--- src/verilog/keypad_pkg.sv ---
// ====================
// Keypad package
// Shared widths, bundles, FSM states and timing constants
// for the keypad scanner and two-digit display
// ====================

package keypad_pkg;

    // ====================
    // Timing constants
    // ====================
    localparam int SCAN_DIV        = 4;   // Clocks per row step
    localparam int DEBOUNCE_CYCLES = 16;  // Clocks a condition must hold
    localparam int MUX_DIV         = 8;   // Clocks per displayed digit
    localparam int CNT_W           = 5;   // Debounce / mux counter width

    // ====================
    // Vector types
    // ====================
    typedef logic [3:0]       row_t;       // Active-low row drive
    typedef logic [3:0]       col_t;       // Active-low column inputs
    typedef logic [3:0]       key_code_t;  // Hex key value
    typedef logic [6:0]       seg_t;       // Active-low segments, bit 0 = a
    typedef logic [CNT_W-1:0] cnt_t;       // Shared counter type

    // Terminal counts, sized to the counters
    localparam cnt_t SCAN_LAST = cnt_t'(SCAN_DIV - 1);
    localparam cnt_t DEB_LAST  = cnt_t'(DEBOUNCE_CYCLES - 1);
    localparam cnt_t MUX_LAST  = cnt_t'(MUX_DIV - 1);

    // ====================
    // Bundles
    // ====================
    typedef struct packed {
        row_t row;       // Row currently driven low
        col_t col;       // Synchronized columns
        logic detected;  // Some column is low
    } scan_t;

    typedef struct packed {
        logic      valid;  // One-cycle strobe
        key_code_t code;   // Accepted key
    } key_event_t;

    typedef struct packed {
        key_code_t left;
        key_code_t right;
    } digits_t;

    // Debounce FSM
    typedef enum logic [1:0] {
        DEB_IDLE    = 2'd0,  // Scanning, no key
        DEB_PRESS   = 2'd1,  // Candidate key, checking stability
        DEB_HELD    = 2'd2,  // Key accepted, waiting for release
        DEB_RELEASE = 2'd3   // Release seen, checking stability
    } deb_state_e;

endpackage

--- src/verilog/keypad_scanner.sv ---
// ====================
// Keypad scanner
// Walks a single low bit across the rows and
// synchronizes the column inputs
// ====================

`timescale 1ns/100ps

module keypad_scanner (
    input  logic              clk,
    input  logic              rst_n,
    input  logic              scan_stop,  // Hold current row
    input  keypad_pkg::col_t  cols,       // Raw column pins
    output keypad_pkg::row_t  rows,       // Row drive, one bit low
    output keypad_pkg::scan_t scan
);

    keypad_pkg::cnt_t step_cnt;  // Clocks spent on this row
    keypad_pkg::col_t col_meta;  // First sync stage
    keypad_pkg::col_t col_sync;  // Second sync stage
    logic             step_end;

    assign step_end = (step_cnt == keypad_pkg::SCAN_LAST);

    // ====================
    // Row rotation
    // ====================
    always_ff @(posedge clk or negedge rst_n) begin
        if (!rst_n) begin
            step_cnt <= '0;
            rows     <= 4'b1110;  // Start on row 0
        end else if (!scan_stop) begin
            if (step_end) begin
                step_cnt <= '0;
                rows     <= {rows[2:0], rows[3]};  // Low bit moves up one row
            end else begin
                step_cnt <= step_cnt + 1'b1;
            end
        end
        // Frozen while a key is being handled
    end

    // ====================
    // Column synchronizer
    // ====================
    always_ff @(posedge clk or negedge rst_n) begin
        if (!rst_n) begin
            col_meta <= '1;  // Idle columns are pulled high
            col_sync <= '1;
        end else begin
            col_meta <= cols;
            col_sync <= col_meta;
        end
    end

    // Bundle for decoder and debouncer
    always_comb begin
        scan.row      = rows;
        scan.col      = col_sync;
        scan.detected = ~&col_sync;  // Any column pulled low
    end

endmodule

--- src/verilog/keypad_decoder.sv ---
// ====================
// Keypad decoder
// Maps driven row and low column to a hex key code
// ====================

`timescale 1ns/100ps

module keypad_decoder (
    input  keypad_pkg::scan_t     scan,
    output keypad_pkg::key_code_t raw_code,
    output logic                  single_key  // Exactly one column low
);

    logic [1:0] row_idx;
    logic [1:0] col_idx;

    // Active-low row drive to index
    always_comb begin
        case (scan.row)
            4'b1110: row_idx = 2'd0;
            4'b1101: row_idx = 2'd1;
            4'b1011: row_idx = 2'd2;
            4'b0111: row_idx = 2'd3;
            default: row_idx = 2'd0;  // Not reached, scanner keeps one low bit
        endcase
    end

    // Active-low column to index, zero or several low is not single
    always_comb begin
        single_key = 1'b1;
        case (scan.col)
            4'b1110: col_idx = 2'd0;
            4'b1101: col_idx = 2'd1;
            4'b1011: col_idx = 2'd2;
            4'b0111: col_idx = 2'd3;
            default: begin
                col_idx    = 2'd0;
                single_key = 1'b0;
            end
        endcase
    end

    // Keypad map
    always_comb begin
        case ({row_idx, col_idx})
            4'b00_00: raw_code = 4'h1;
            4'b00_01: raw_code = 4'h2;
            4'b00_10: raw_code = 4'h3;
            4'b00_11: raw_code = 4'hA;
            4'b01_00: raw_code = 4'h4;
            4'b01_01: raw_code = 4'h5;
            4'b01_10: raw_code = 4'h6;
            4'b01_11: raw_code = 4'hB;
            4'b10_00: raw_code = 4'h7;
            4'b10_01: raw_code = 4'h8;
            4'b10_10: raw_code = 4'h9;
            4'b10_11: raw_code = 4'hC;
            4'b11_00: raw_code = 4'hE;
            4'b11_01: raw_code = 4'h0;
            4'b11_10: raw_code = 4'hF;
            default:  raw_code = 4'hD;  // Row 3, column 3
        endcase
    end

endmodule

--- src/verilog/keypad_debouncer.sv ---
// ====================
// Keypad debouncer
// Qualifies a press, emits one event per press,
// holds the scan until a stable release
// ====================

`timescale 1ns/100ps

module keypad_debouncer (
    input  logic                   clk,
    input  logic                   rst_n,
    input  keypad_pkg::scan_t      scan,
    input  keypad_pkg::key_code_t  raw_code,
    input  logic                   single_key,
    output logic                   scan_stop,  // Freeze row rotation
    output keypad_pkg::key_event_t key_evt
);

    keypad_pkg::deb_state_e state;
    keypad_pkg::deb_state_e state_nxt;
    keypad_pkg::cnt_t       stable_cnt;   // Clocks in current check
    keypad_pkg::key_code_t  cand_code;    // Code latched on entry to PRESS
    logic                   evt_valid;
    logic                   press_start;  // Clean single key seen
    logic                   press_same;   // Candidate still present
    logic                   stable_done;

    assign press_start = scan.detected & single_key;
    assign press_same  = press_start & (raw_code == cand_code);
    assign stable_done = (stable_cnt == keypad_pkg::DEB_LAST);

    // ====================
    // Next state
    // ====================
    always_comb begin
        state_nxt = state;
        case (state)
            keypad_pkg::DEB_IDLE: begin
                if (press_start)
                    state_nxt = keypad_pkg::DEB_PRESS;
            end
            keypad_pkg::DEB_PRESS: begin
                if (!press_same)
                    state_nxt = keypad_pkg::DEB_IDLE;  // Bounce or code changed
                else if (stable_done)
                    state_nxt = keypad_pkg::DEB_HELD;  // Accept
            end
            keypad_pkg::DEB_HELD: begin
                if (!scan.detected)
                    state_nxt = keypad_pkg::DEB_RELEASE;
            end
            keypad_pkg::DEB_RELEASE: begin
                if (scan.detected)
                    state_nxt = keypad_pkg::DEB_HELD;  // Still bouncing
                else if (stable_done)
                    state_nxt = keypad_pkg::DEB_IDLE;
            end
            default: state_nxt = keypad_pkg::DEB_IDLE;
        endcase
    end

    // ====================
    // State, counter, strobe
    // ====================
    always_ff @(posedge clk or negedge rst_n) begin
        if (!rst_n) begin
            state      <= keypad_pkg::DEB_IDLE;
            stable_cnt <= '0;
            evt_valid  <= 1'b0;
        end else begin
            state <= state_nxt;
            if (state_nxt != state)
                stable_cnt <= '0;  // Fresh count per state
            else if ((state == keypad_pkg::DEB_PRESS) ||
                     (state == keypad_pkg::DEB_RELEASE))
                stable_cnt <= stable_cnt + 1'b1;
            // One pulse on PRESS -> HELD only
            evt_valid <= (state == keypad_pkg::DEB_PRESS) &&
                         (state_nxt == keypad_pkg::DEB_HELD);
        end
    end

    // Candidate code taken as the FSM leaves IDLE
    always_ff @(posedge clk or negedge rst_n) begin
        if (!rst_n)
            cand_code <= '0;
        else if ((state == keypad_pkg::DEB_IDLE) && press_start)
            cand_code <= raw_code;
    end

    // Stop as soon as a key shows up so the row stays on it
    assign scan_stop = (state != keypad_pkg::DEB_IDLE) | press_start;

    always_comb begin
        key_evt.valid = evt_valid;
        key_evt.code  = cand_code;  // Stable through HELD
    end

endmodule

--- src/verilog/digit_display.sv ---
// ====================
// Two-digit display
// Shift register of accepted keys, hex to segment
// encoder and digit multiplexer
// ====================

`timescale 1ns/100ps

module digit_display (
    input  logic                   clk,
    input  logic                   rst_n,
    input  keypad_pkg::key_event_t key_evt,
    output keypad_pkg::seg_t       seg,      // Active low
    output logic                   select0,  // Left digit enable
    output logic                   select1   // Right digit enable
);

    keypad_pkg::digits_t   digits;
    keypad_pkg::cnt_t      mux_cnt;
    keypad_pkg::key_code_t shown;     // Digit for the next cycle
    logic                  sel_left;
    logic                  sel_nxt;
    logic                  mux_end;

    // Hex to active-low segments, g..a
    function automatic keypad_pkg::seg_t hex_to_seg(input keypad_pkg::key_code_t hex);
        case (hex)
            4'h0: hex_to_seg = 7'b1000000;
            4'h1: hex_to_seg = 7'b1111001;
            4'h2: hex_to_seg = 7'b0100100;
            4'h3: hex_to_seg = 7'b0110000;
            4'h4: hex_to_seg = 7'b0011001;
            4'h5: hex_to_seg = 7'b0010010;
            4'h6: hex_to_seg = 7'b0000010;
            4'h7: hex_to_seg = 7'b1111000;
            4'h8: hex_to_seg = 7'b0000000;
            4'h9: hex_to_seg = 7'b0010000;
            4'hA: hex_to_seg = 7'b0001000;
            4'hB: hex_to_seg = 7'b0000011;  // Lower case b
            4'hC: hex_to_seg = 7'b1000110;
            4'hD: hex_to_seg = 7'b0100001;  // Lower case d
            4'hE: hex_to_seg = 7'b0000110;
            default: hex_to_seg = 7'b0001110;  // F
        endcase
    endfunction

    // ====================
    // Digit shift register
    // ====================
    always_ff @(posedge clk or negedge rst_n) begin
        if (!rst_n) begin
            digits <= '0;
        end else if (key_evt.valid) begin
            digits.left  <= digits.right;  // Old key moves left
            digits.right <= key_evt.code;  // New key enters right
        end
    end

    // ====================
    // Multiplexer
    // ====================
    assign mux_end = (mux_cnt == keypad_pkg::MUX_LAST);
    assign sel_nxt = mux_end ? ~sel_left : sel_left;
    assign shown   = sel_nxt ? digits.left : digits.right;

    always_ff @(posedge clk or negedge rst_n) begin
        if (!rst_n) begin
            mux_cnt  <= '0;
            sel_left <= 1'b1;         // Left digit first
            seg      <= hex_to_seg(4'h0);
        end else begin
            mux_cnt  <= mux_end ? '0 : mux_cnt + 1'b1;
            sel_left <= sel_nxt;
            seg      <= hex_to_seg(shown);  // Same edge as select, always in step
        end
    end

    assign select0 = sel_left;
    assign select1 = ~sel_left;

endmodule

--- src/verilog/keypad_top.sv ---
// ====================
// Keypad top level
// Scanner, decoder, debouncer and two-digit display
// ====================

`timescale 1ns/100ps

module keypad_top (
    input  logic             clk,
    input  logic             rst_n,
    input  keypad_pkg::col_t keypad_cols,  // From keypad, pulled high
    output keypad_pkg::row_t keypad_rows,  // To keypad, one row low
    output keypad_pkg::seg_t seg,
    output logic             select0,
    output logic             select1
);

    // ====================
    // Internal wires
    // ====================
    keypad_pkg::scan_t      scan;       // Scanner bundle
    keypad_pkg::key_code_t  raw_code;   // Undebounced code
    logic                   single_key;
    logic                   scan_stop;  // Debouncer holds the row
    keypad_pkg::key_event_t key_evt;    // Accepted key strobe

    keypad_scanner scanner_i (
        .clk       (clk),
        .rst_n     (rst_n),
        .scan_stop (scan_stop),
        .cols      (keypad_cols),
        .rows      (keypad_rows),
        .scan      (scan)
    );

    keypad_decoder decoder_i (
        .scan       (scan),
        .raw_code   (raw_code),
        .single_key (single_key)
    );

    keypad_debouncer debouncer_i (
        .clk        (clk),
        .rst_n      (rst_n),
        .scan       (scan),
        .raw_code   (raw_code),
        .single_key (single_key),
        .scan_stop  (scan_stop),
        .key_evt    (key_evt)
    );

    digit_display display_i (
        .clk     (clk),
        .rst_n   (rst_n),
        .key_evt (key_evt),
        .seg     (seg),
        .select0 (select0),
        .select1 (select1)
    );

endmodule

--- config.mk ---
export PLATFORM = sky130hd
export DESIGN_NAME = keypad_top
export DESIGN_NICKNAME = d
export VERILOG_FILES = /design/src/verilog/keypad_pkg.sv /design/src/verilog/keypad_scanner.sv /design/src/verilog/keypad_decoder.sv /design/src/verilog/keypad_debouncer.sv /design/src/verilog/digit_display.sv /design/src/verilog/keypad_top.sv
export SDC_FILE = /design/constraint.sdc
export NUM_CORES = 1
export LEC_CHECK = 0
export BUFFER_PORTS_ARGS = -buffer_cell sky130_fd_sc_hd__buf_2
export CAP_MARGIN = 0
export CORE_MARGIN = 2
export CORE_UTILIZATION = 40
export CTS_CLUSTER_SIZE = 20
export DETAILED_ROUTE_END_ITERATION = 10
export PLACE_DENSITY = 0.65
export SYNTH_ARGS = -nofsm -noshare
export SYNTH_HDL_FRONTEND = slang
export SYNTH_SLANG_ARGS = --single-unit
--- constraint.sdc ---
create_clock -name clk -period 3.1 [get_ports clk]
set_input_delay 0.31 -clock clk [delete_from_list [all_inputs] [get_ports clk]]
set_output_delay 0.31 -clock clk [all_outputs]
set_load 0.03 [all_outputs]
==> results of run 1 <==
## layout make-up
cell class              count  area [µm²]  area share
inverters                  13        48.8      0.0167
well taps                  80         100      0.0342
repair buffers             22         120      0.0410
multi-input cells         162        1280       0.438
clock buffers               8         110      0.0376
flip-flops and latches     50        1270       0.433
## layer usage
metal | routed length (µm) | vias to the layer above
met3 | 63 | 7
li1 | - | 862
met1 | 2100 | 837
met4 | 87 | 0
met5 | 0 | -
met2 | 2000 | 12
## final timing paths
| check | startpoint | slack (ns) | cells after the start | endpoint |
|---|---|---|---|---|
| min in group clk | keypad_cols[0] | 0.11 | 1 | scanner_i.col_meta[0]$_DFF_PN1_ |
| max reg2reg | scanner_i.col_sync[3]$_DFF_PN1_ | 0.29 | 10 | debouncer_i.stable_cnt[4]$_DFFE_PN0P_ |
| min | rst_n | 0.02 | 1 | debouncer_i.stable_cnt[1]$_DFFE_PN0P_ |
| max in group asynchronous | rst_n | 2.31 | 2 | display_i.select0$_DFF_PN1_ |
| max | scanner_i.col_sync[3]$_DFF_PN1_ | 0.29 | 10 | debouncer_i.stable_cnt[4]$_DFFE_PN0P_ |
| min reg2reg | scanner_i.col_meta[2]$_DFF_PN1_ | 0.36 | 0 | scanner_i.col_sync[2]$_DFF_PN1_ |
## state kept, by name, summed over array words and instances (netlist names)
register / cells
scanner_i.step_cnt: 5
debouncer_i.state: 2
scanner_i.col_meta: 4
debouncer_i.stable_cnt: 5
debouncer_i.cand_code: 4
display_i.digits: 8
display_i.seg: 7
debouncer_i.evt_valid: 1
scanner_i.col_sync: 4
display_i.mux_cnt: 5
display_i.select0: 1
scanner_i.rows: 4
## cells by family (layout without fill, tap and decap cells)
logic type	Yosys count	in the layout	share of synthesized area
fa+ha+maj	13	13	0.0597
flops	50	50	0.465
simple gates	63	63	0.111
compound gates	42	42	0.128
buf+inv	26	43	0.0670
xor+xnor	19	19	0.0693
mux	25	25	0.101
## cell usage after synthesis (2+ instances only)
library cell  number
a211oi_1           2
buf_6              4
nand2_1           23
nand3_1            4
mux2_2            19
buf_4              4
a31oi_1            2
a22o_1             2
mux2i_1            6
dfstp_2           13
dfrtp_1           37
nor2_1            19
a221oi_2           2
inv_1             12
xnor2_1            8
o21ai_0            5
a21o_1             2
nor3_2             2
o22ai_1            2
ha_1              13
a32o_1             2
a21oi_1            5
xnor2_2            2
xor2_1             8
nand4_1            4
clkbuf_8           4
## through the flow
step / worst slack (ns) / instances
after detailed placement: 0.264 / 327
after CTS: 0.241 / 335
after floorplan: 0.488 / 238
after global placement: 0.314 / 327
final: 0.292 / 335
after global routing: 0.0210 / 335
## report_power, final
group / leakage [nW] / internal [mW] / switching, mW / total [mW]
clock network: 0.0575 / 0.226 / 0.207 / 0.432
logic: 0.695 / 0.141 / 0.150 / 0.291
registers: 0.636 / 0.705 / 0.0612 / 0.766
total: 1.39 / 1.07 / 0.418 / 1.49
==> flow_metrics.tcl, run 1 <==
set metrics [dict create \
    tns_ns 0 \
    finalNetCount 273 \
    grt.met1_usage 0.170 \
    final_common_cell "dfrtp_1" \
    post_cts_buffers 0 \
    crit_chain "xor2_1, nand2_1, ha_1, nor2_1, mux2i_1, o32ai_2, xor2_1, o41ai_2, o211ai_2, a211oi_2" \
    max_cap_violations 0 \
    critPathRequiredTime_ns 3.32 \
    drv_slew 0 \
    placed_cell_area_mm2 0.00281 \
    start_kind "flip-flop" \
    power.density_mw_per_mm2 508 \
    clk_pin_slew_ns 0.09 \
    period_needed_ns 2.81 \
    hp-class "in2async" \
    drc_errors 0 \
    routed_wl_mm 4.25 \
    finalPower_mw 1.49 \
    finalCritPeriodShare 0.906 \
    syn_avg_cell_area_um2 11.5 \
    synth_ff_type "dfrtp_1" \
    busiest_layer "met2" \
    portBuffers 18 \
    criticalPathCategory "reg2reg" \
    cts.hold.buffers_added 0 \
    worst-path-buf-inv 0 \
    numCtsBuffers 5 \
    cp_slowest_stage_delay_ns 0.65 \
    cp-end-kind "flip-flop" \
    slew_headroom 0.596 \
    synth_seq_area_share 0.465 \
    fill_cells 671 \
    netlist_area_mm2 0.00273 \
    crit_top_cell "xor2_1" \
    antenna_left 0 \
    die_height_um 86.5 \
    htreeDepth 2 \
    antenna-diode-count 0 \
    synth_top_area_frac 0.340 \
    async_flop_share 1.00 \
    finalInstanceArea_mm2 0.00293 \
    viasPerCell 5.13 \
    p_leak_nw 1.39 \
    wl_per_cell_um 12.7 \
    finalSetupViolCount 0 \
    cts_tree "built" \
    die_w_um 86.5 \
    initial_core_util 0.408 \
    insertion_delay_ns 0.29 \
    post-route-util 0.438 \
    hpwl_mm 3.06 \
    synth_top_area_cell "dfrtp_1" \
    rows 30 \
    grt_max_degree 29 \
    crit_family "compound AO/OA/AOI/OAI gates" \
    first_pass_iters 3 \
    syn_nets 257 \
    critical_path.max_fanout 10 \
    ctsRootBufferMaster "clkbuf_8" \
    drive_above_1_share 0.314 \
    dieArea_mm2 0.00749 \
    clock-sinks 50 \
    synth-edff-count 0 \
    ir_drop_mv 0.389 \
    overflow 0 \
    core-area_mm2 0.00668 \
    grtUsageMet3 0.0219 \
    tightest_slew_ns 0.606 \
    place_congestion 0.825 \
    grt_use_total 0.126 \
    clock_skew_ns 0.00221 \
    arrival_ns 3.03 \
    fin_hold_ws_ns 0.0171 \
    grtUsageMet2 0.197 \
    cts_buffer_depth 2 \
    cts_resized 0 \
    cp_slowest_cell "dfstp_2" \
    grt_pass1_vias 1714 \
    io_pins 19 \
    grt_setup_unrepaired "false" \
    synth-seq-cells 50 \
    report.final.hold_viol_count 0 \
    synth_warnings 0 \
    outcome "finished clean" \
    layout_common_cells "dfrtp_1 (37), nand2_1 (23), nor2_1 (19), mux2_2 (19), buf_2 (18)" \
    max_freq_mhz 356 \
    syn_inst 238 \
    via_count 1718 \
    area_growth_pct 7.48 \
    antenna_found_initial 0 \
    drtIter0Drc 67 \
    grt_first_pass_wirelength_mm 7.65 \
    synth_area_leaders "dfrtp_1 (34%), dfstp_2 (13%), mux2_2 (7.9%)" \
    ys_types 58 \
]
No activity file was read; power rests on OpenSTA's default activity.
==> run 2: changes to the inputs <==
--- a/config.mk
+++ b/config.mk
@@ -5,6 +5,7 @@
 export SDC_FILE = /design/constraint.sdc
 export NUM_CORES = 1
 export LEC_CHECK = 0
+export ABC_AREA = 1
 export BUFFER_PORTS_ARGS = -buffer_cell sky130_fd_sc_hd__buf_2
 export CAP_MARGIN = 0
 export CORE_MARGIN = 2
==> run 2 against run 1 <==
Clock power fell by 5.3%; final area shrank 0.30%; utilization is 1.9 points higher; critical endpoint is now display_i.seg[0]$_DFF_PN0_; flip-flop and latch count unchanged; highest routed layer unchanged; sequential share of layout area grew 0.13 points.
==> flow_metrics.tcl, run 2 <==
set metrics [dict create \
    place_congestion 0.815 \
    grt_first_pass_wirelength_mm 7.85 \
    first_pass_iters 4 \
    synth_common_cells "nand2_1 (59), dfrtp_1 (37), inv_1 (32)" \
    start_kind "flip-flop" \
    cts_buffer_depth 2 \
    syn_avg_cell_area_um2 8.87 \
    via_count 1908 \
    finalSetupViolCount 0 \
    post_cts_buffers 0 \
    tns_ns 0 \
    netlist_area_mm2 0.00266 \
    viasPerCell 4.78 \
    synth-edff-count 0 \
    clk_pin_slew_ns 0.10 \
    drc_errors 0 \
    antenna_found_initial 0 \
    max_cap_violations 0 \
    cp-end-kind "flip-flop" \
    regMostFlops "display_i.digits" \
    final_common_cell "nand2_1" \
    clock-sinks 50 \
    drv_slew 0 \
    ys_types 37 \
    syn_nets 319 \
    synth.most_common_cell "nand2_1" \
    criticalPathCategory "reg2reg" \
    numCtsBuffers 5 \
    drtIter0Drc 88 \
    critPathRequiredTime_ns 3.28 \
    placedCellCount 391 \
    htreeDepth 2 \
    p_leak_nw 1.52 \
    overflow 0 \
    cts_resized 0 \
    syn_inst 300 \
    finalCritPeriodShare 0.721 \
    finalNetCount 340 \
    synth_ff_type "dfrtp_1" \
    hpwl_mm 3.26 \
    routed_wl_mm 4.29 \
    outcome "finished clean" \
    cts_tree "built" \
    synth_top_area_cell "dfrtp_1" \
    ir_drop_mv 0.382 \
    core-area_mm2 0.00639 \
    synth_warnings 0 \
    synth-seq-cells 50 \
    portBuffers 18 \
    hp-class "in2async" \
    power.density_mw_per_mm2 622 \
    ctsRootBufferMaster "clkbuf_8" \
    largestRegisters "display_i.digits x8, display_i.seg x7" \
    fill_cells 613 \
    critical_path.max_fanout 9 \
    clock_skew_ns 0.00775 \
    antenna_left 0 \
    drive_above_1_share 0.267 \
    grt_setup_unrepaired "false" \
    die_height_um 85.6 \
    rows 29 \
    arrival_ns 2.41 \
    initial_core_util 0.417 \
    dieArea_mm2 0.00732 \
    largest_reg_flops 8 \
    fin_hold_ws_ns 0.0392 \
    tightest_slew_ns 0.700 \
    layout_common_cells "nand2_1 (59), dfrtp_1 (37), inv_1 (32)" \
    stdcell_count 399 \
    synth_top_area_frac 0.348 \
    grt_max_degree 33 \
    wl_per_cell_um 10.7 \
    area_growth_pct 9.73 \
    die_w_um 85.6 \
    grt_use_total 0.133 \
    period_needed_ns 2.24 \
    async_flop_share 1.00 \
    cts.hold.buffers_added 0 \
    report.final.hold_viol_count 0 \
    synth_area_leaders "dfrtp_1 (35%), dfstp_2 (13%), nand2_1 (8.3%)" \
    slew_headroom 0.534 \
    synth_seq_area_share 0.476 \
    insertion_delay_ns 0.30 \
    grt_pass1_vias 1858 \
    antenna-diode-count 0 \
    max_freq_mhz 447 \
    io_pins 19 \
]
## run 2: changes by cell type after synthesis, moves of 6 or more
cell     delta
a21oi_1     +6
inv_1      +20
inv_2       +9
mux2_2     -19
mux2i_1     -6
nand2_1    +36
nand2_2    +13
nand3_1    +11
nand3_2     +8
o21ai_0    +10
## run 2: through the flow
step	setup WS [ns]	cell area (µm²)	util	total power, mW
floorplan	1.01	2660	-	1.33
global placement	0.965	2820	0.442	1.41
detailed placement	0.850	2820	0.442	1.43
CTS	0.834	2920	0.457	1.84
global route	0.564	2920	0.457	1.96
finish	0.864	2920	0.457	1.82
## run 2: path summary, 6_finish.rpt
kind	from	end	slack, ns	cells past startpoint
max reg2reg	display_i.mux_cnt[0]$_DFF_PN0_	display_i.seg[0]$_DFF_PN0_	0.86	11
max in group asynchronous	rst_n	scanner_i.col_meta[3]$_DFF_PN1_	2.37	2
min in group clk	keypad_cols[2]	scanner_i.col_meta[2]$_DFF_PN1_	0.10	1
max	display_i.mux_cnt[0]$_DFF_PN0_	display_i.seg[0]$_DFF_PN0_	0.86	11
min reg2reg	scanner_i.col_meta[3]$_DFF_PN1_	scanner_i.col_sync[3]$_DFF_PN1_	0.36	0
min	rst_n	display_i.mux_cnt[2]$_DFF_PN0_	0.04	1
## run 2: worst max-delay path, stage by stage, from the launching register on
cell	delay, ns
dfrtp_1	0.38
ha_1	0.21
nand2_2	0.09
nor3_4	0.15
inv_2	0.05
nand2_1	0.09
nand2_4	0.10
o21ai_1	0.34
inv_1	0.14
ha_1	0.25
o21ai_1	0.18
o221ai_1	0.12
## run 2: layer usage
layer / wire [µm] / vias up / GRT usage
met2: 2070 / 27 / 0.228
met4: 34 / 0 / 0.0433
met5: 0 / - / 0
met3: 154 / 5 / 0.0346
li1: - / 1001 / -
met1: 2030 / 875 / 0.162
## run 2: cells by family (layout without fill, tap and decap cells)
family / Yosys count / in the layout / synth area share
simple gates: 142 / 142 / 0.275
flops: 50 / 50 / 0.476
buf+inv: 48 / 70 / 0.0748
compound gates: 41 / 41 / 0.0931
fa+ha+maj: 13 / 13 / 0.0611
xor+xnor: 6 / 6 / 0.0197
## run 2: layout make-up
| type | instances | area (µm²) | share of cell area |
|---|---|---|---|
| inverters | 42 | 158 | 0.0540 |
| repair buffers | 20 | 105 | 0.0360 |
| clock buffers | 6 | 82.6 | 0.0283 |
| flip-flops and latches | 50 | 1270 | 0.434 |
| well taps | 77 | 96.3 | 0.0330 |
| clock inverters | 2 | 16.3 | 0.00557 |
| multi-input cells | 202 | 1190 | 0.409 |
## run 2: power by group
part	internal [mW]	switching, mW	total [mW]
logic	0.184	0.360	0.543
registers	0.760	0.105	0.865
clock network	0.184	0.225	0.409
==> run 3: changes to the inputs <==
==> constraint.sdc (replaced) <==
create_clock -name clk -period 2.3 [get_ports clk]
set_input_delay 0.23 -clock clk [delete_from_list [all_inputs] [get_ports clk]]
set_output_delay 0.23 -clock clk [all_outputs]
set_load 0.03 [all_outputs]
==> run 3 against run 2 <==
Hold slack better by 0.32 ns; sequential share of layout area down 1.2 points; via count up 1.6%; routed wire length up 0.79%; final area up 2.8%; largest cell class unchanged; maximum frequency up 6.9%; first-iteration DRC count down 42%; global-route usage up 0.28 points; sequential power up 34%.
==> flow_metrics.tcl, run 3 (synthesis gave the netlist of run 2 again) <==
set metrics [dict create \
    cts_buffer_depth 2 \
    grt_max_degree 29 \
    htreeDepth 2 \
    multi_input_area_mm2 0.00121 \
    switchingPower_uw 935 \
    finalNetCount 348 \
    layout_setup_ws_ns 0.207 \
    max_freq_mhz 478 \
    hpwl_mm 3.27 \
    area_growth_pct 12.8 \
    clkPwrFrac 0.213 \
    drtIter0Drc 51 \
    grt_first_pass_wirelength_mm 7.96 \
    internal_power_mw 1.50 \
    p_seq_frac 0.477 \
    insertion_delay_ns 0.31 \
    pre_cts_ws_ns 0.101 \
    p_leak_nw 1.54 \
    antenna_left 0 \
    ir_drop_mv 0.477 \
    stdcell_count 407 \
    period_needed_ns 2.09 \
    regMostFlops "display_i.digits" \
    largest_reg_flops 8 \
    finalCritPeriodShare 0.910 \
    post_cts_buffers 0 \
    fill_cells 627 \
    ctsRootBufferMaster "clkbuf_8" \
    wl_per_cell_um 10.6 \
    grtUsageMet3 0.0346 \
    critical_path.max_fanout 9 \
    critPathRequiredTime_ns 2.48 \
    report.final.hold_viol_count 0 \
    routed_wl_mm 4.32 \
    tns_ns 0 \
    grtUsageMet2 0.239 \
    io_pins 19 \
    drc_errors 0 \
    start_kind "flip-flop" \
    cts_tree "built" \
    ff_latch_area_mm2 0.00127 \
    tightest_slew_ns 0.605 \
    busiest_layer "met2" \
    clock_skew_ns 0.00597 \
    dieArea_mm2 0.00732 \
    final_common_cell "nand2_1" \
    arrival_ns 2.27 \
    power.density_mw_per_mm2 812 \
    combPwrFrac 0.310 \
    die_w_um 85.6 \
    outcome "finished clean" \
    placedCellCount 394 \
    clock-sinks 50 \
    viasPerCell 4.76 \
    grt.met1_usage 0.160 \
    finalSetupViolCount 0 \
    portBuffers 18 \
    initial_core_util 0.417 \
    largestRegisters "display_i.digits x8, display_i.seg x7" \
    grt_use_total 0.135 \
    hp-class "reg2reg" \
    cp-end-kind "flip-flop" \
    core-area_mm2 0.00639 \
    post-route-util 0.470 \
    layout_common_cells "nand2_1 (59), dfrtp_1 (37), inv_1 (32)" \
    max_cap_violations 0 \
    criticalPathCategory "reg2reg" \
    switching_share 0.383 \
    place_congestion 0.731 \
    drive_above_1_share 0.273 \
    clk_pin_slew_ns 0.10 \
    fin_hold_ws_ns 0.360 \
    drv_slew 0 \
    first_pass_iters 4 \
    numCtsBuffers 5 \
    grt_setup_unrepaired "false" \
    slew_headroom 0.597 \
    via_count 1939 \
    antenna-diode-count 0 \
    overflow 0 \
    rows 29 \
    die_height_um 85.6 \
    antenna_found_initial 0 \
    grt_pass1_vias 1877 \
]
[run 3: worst paths after layout]
kind                                                   end                       startpoint  depth (start not counted)  slack (ns)
max                             display_i.seg[0]$_DFF_PN0_   display_i.mux_cnt[0]$_DFF_PN0_                         11        0.21
min                        scanner_i.col_sync[0]$_DFF_PN1_  scanner_i.col_meta[0]$_DFF_PN1_                          0        0.36
max reg2reg                     display_i.seg[0]$_DFF_PN0_   display_i.mux_cnt[0]$_DFF_PN0_                         11        0.21
min reg2reg                scanner_i.col_sync[0]$_DFF_PN1_  scanner_i.col_meta[0]$_DFF_PN1_                          0        0.36
max in group asynchronous  scanner_i.col_meta[2]$_DFF_PN1_                            rst_n                          3        1.14
min in group asynchronous   display_i.mux_cnt[2]$_DFF_PN0_                            rst_n                          2        0.46
[run 3: final cells by class]
| class | count | share of cell area |
|---|---|---|
| Clock inverter | 2 | 0.00500 |
| Timing Repair Buffer | 28 | 0.0592 |
| Tap cell | 77 | 0.0321 |
| Inverter | 42 | 0.0525 |
| Sequential cell | 50 | 0.422 |
| Multi-Input combinational cell | 202 | 0.405 |
| Clock buffer | 6 | 0.0242 |
[run 3: timing repair]
item / in CTS / in global routing
hold endpoints to repair: 24 / 4
endpoints found under the setup margin: 0 / 5
hold buffers: 1 / 4
resized for setup: 0 / 4
[run 3: routing by layer]
layer / vias up / wire length, µm / share of wire
met5: - / 0 / 0
met4: 0 / 59 / 0.014
met3: 7 / 167 / 0.039
met2: 30 / 2130 / 0.49
met1: 880 / 1970 / 0.46
li1: 1022 / - / -
[run 3: power groups by stage]
stage | sequential, mW | clock (mW) | combinational (mW)
finish | 1.16 | 0.520 | 0.756
global route | 1.19 | 0.583 | 0.866
CTS | 1.16 | 0.542 | 0.758
detailed placement | 1.18 | 0 | 0.755
global placement | 1.18 | 0 | 0.741
floorplan | 1.13 | 0 | 0.666
[run 3: stage by stage]
step,total power [mW],cell area (µm²)
6_report,2.44,3000
3_5_place_dp,1.93,2840
3_3_place_gp,1.92,2840
5_1_grt,2.64,3000
2_1_floorplan,1.80,2660
4_1_cts,2.46,2940
[run 3: worst max-delay path, stage by stage, from the launching register on]
cell and delay, ns:
dfrtp_1 0.38, ha_1 0.21, nand2_2 0.09, nor3_4 0.17
nand2_1 0.12, nand2_4 0.17, nand2_1 0.11, o21ai_4 0.09
inv_1 0.10, ha_1 0.24, o21ai_2 0.17, o221ai_1 0.12
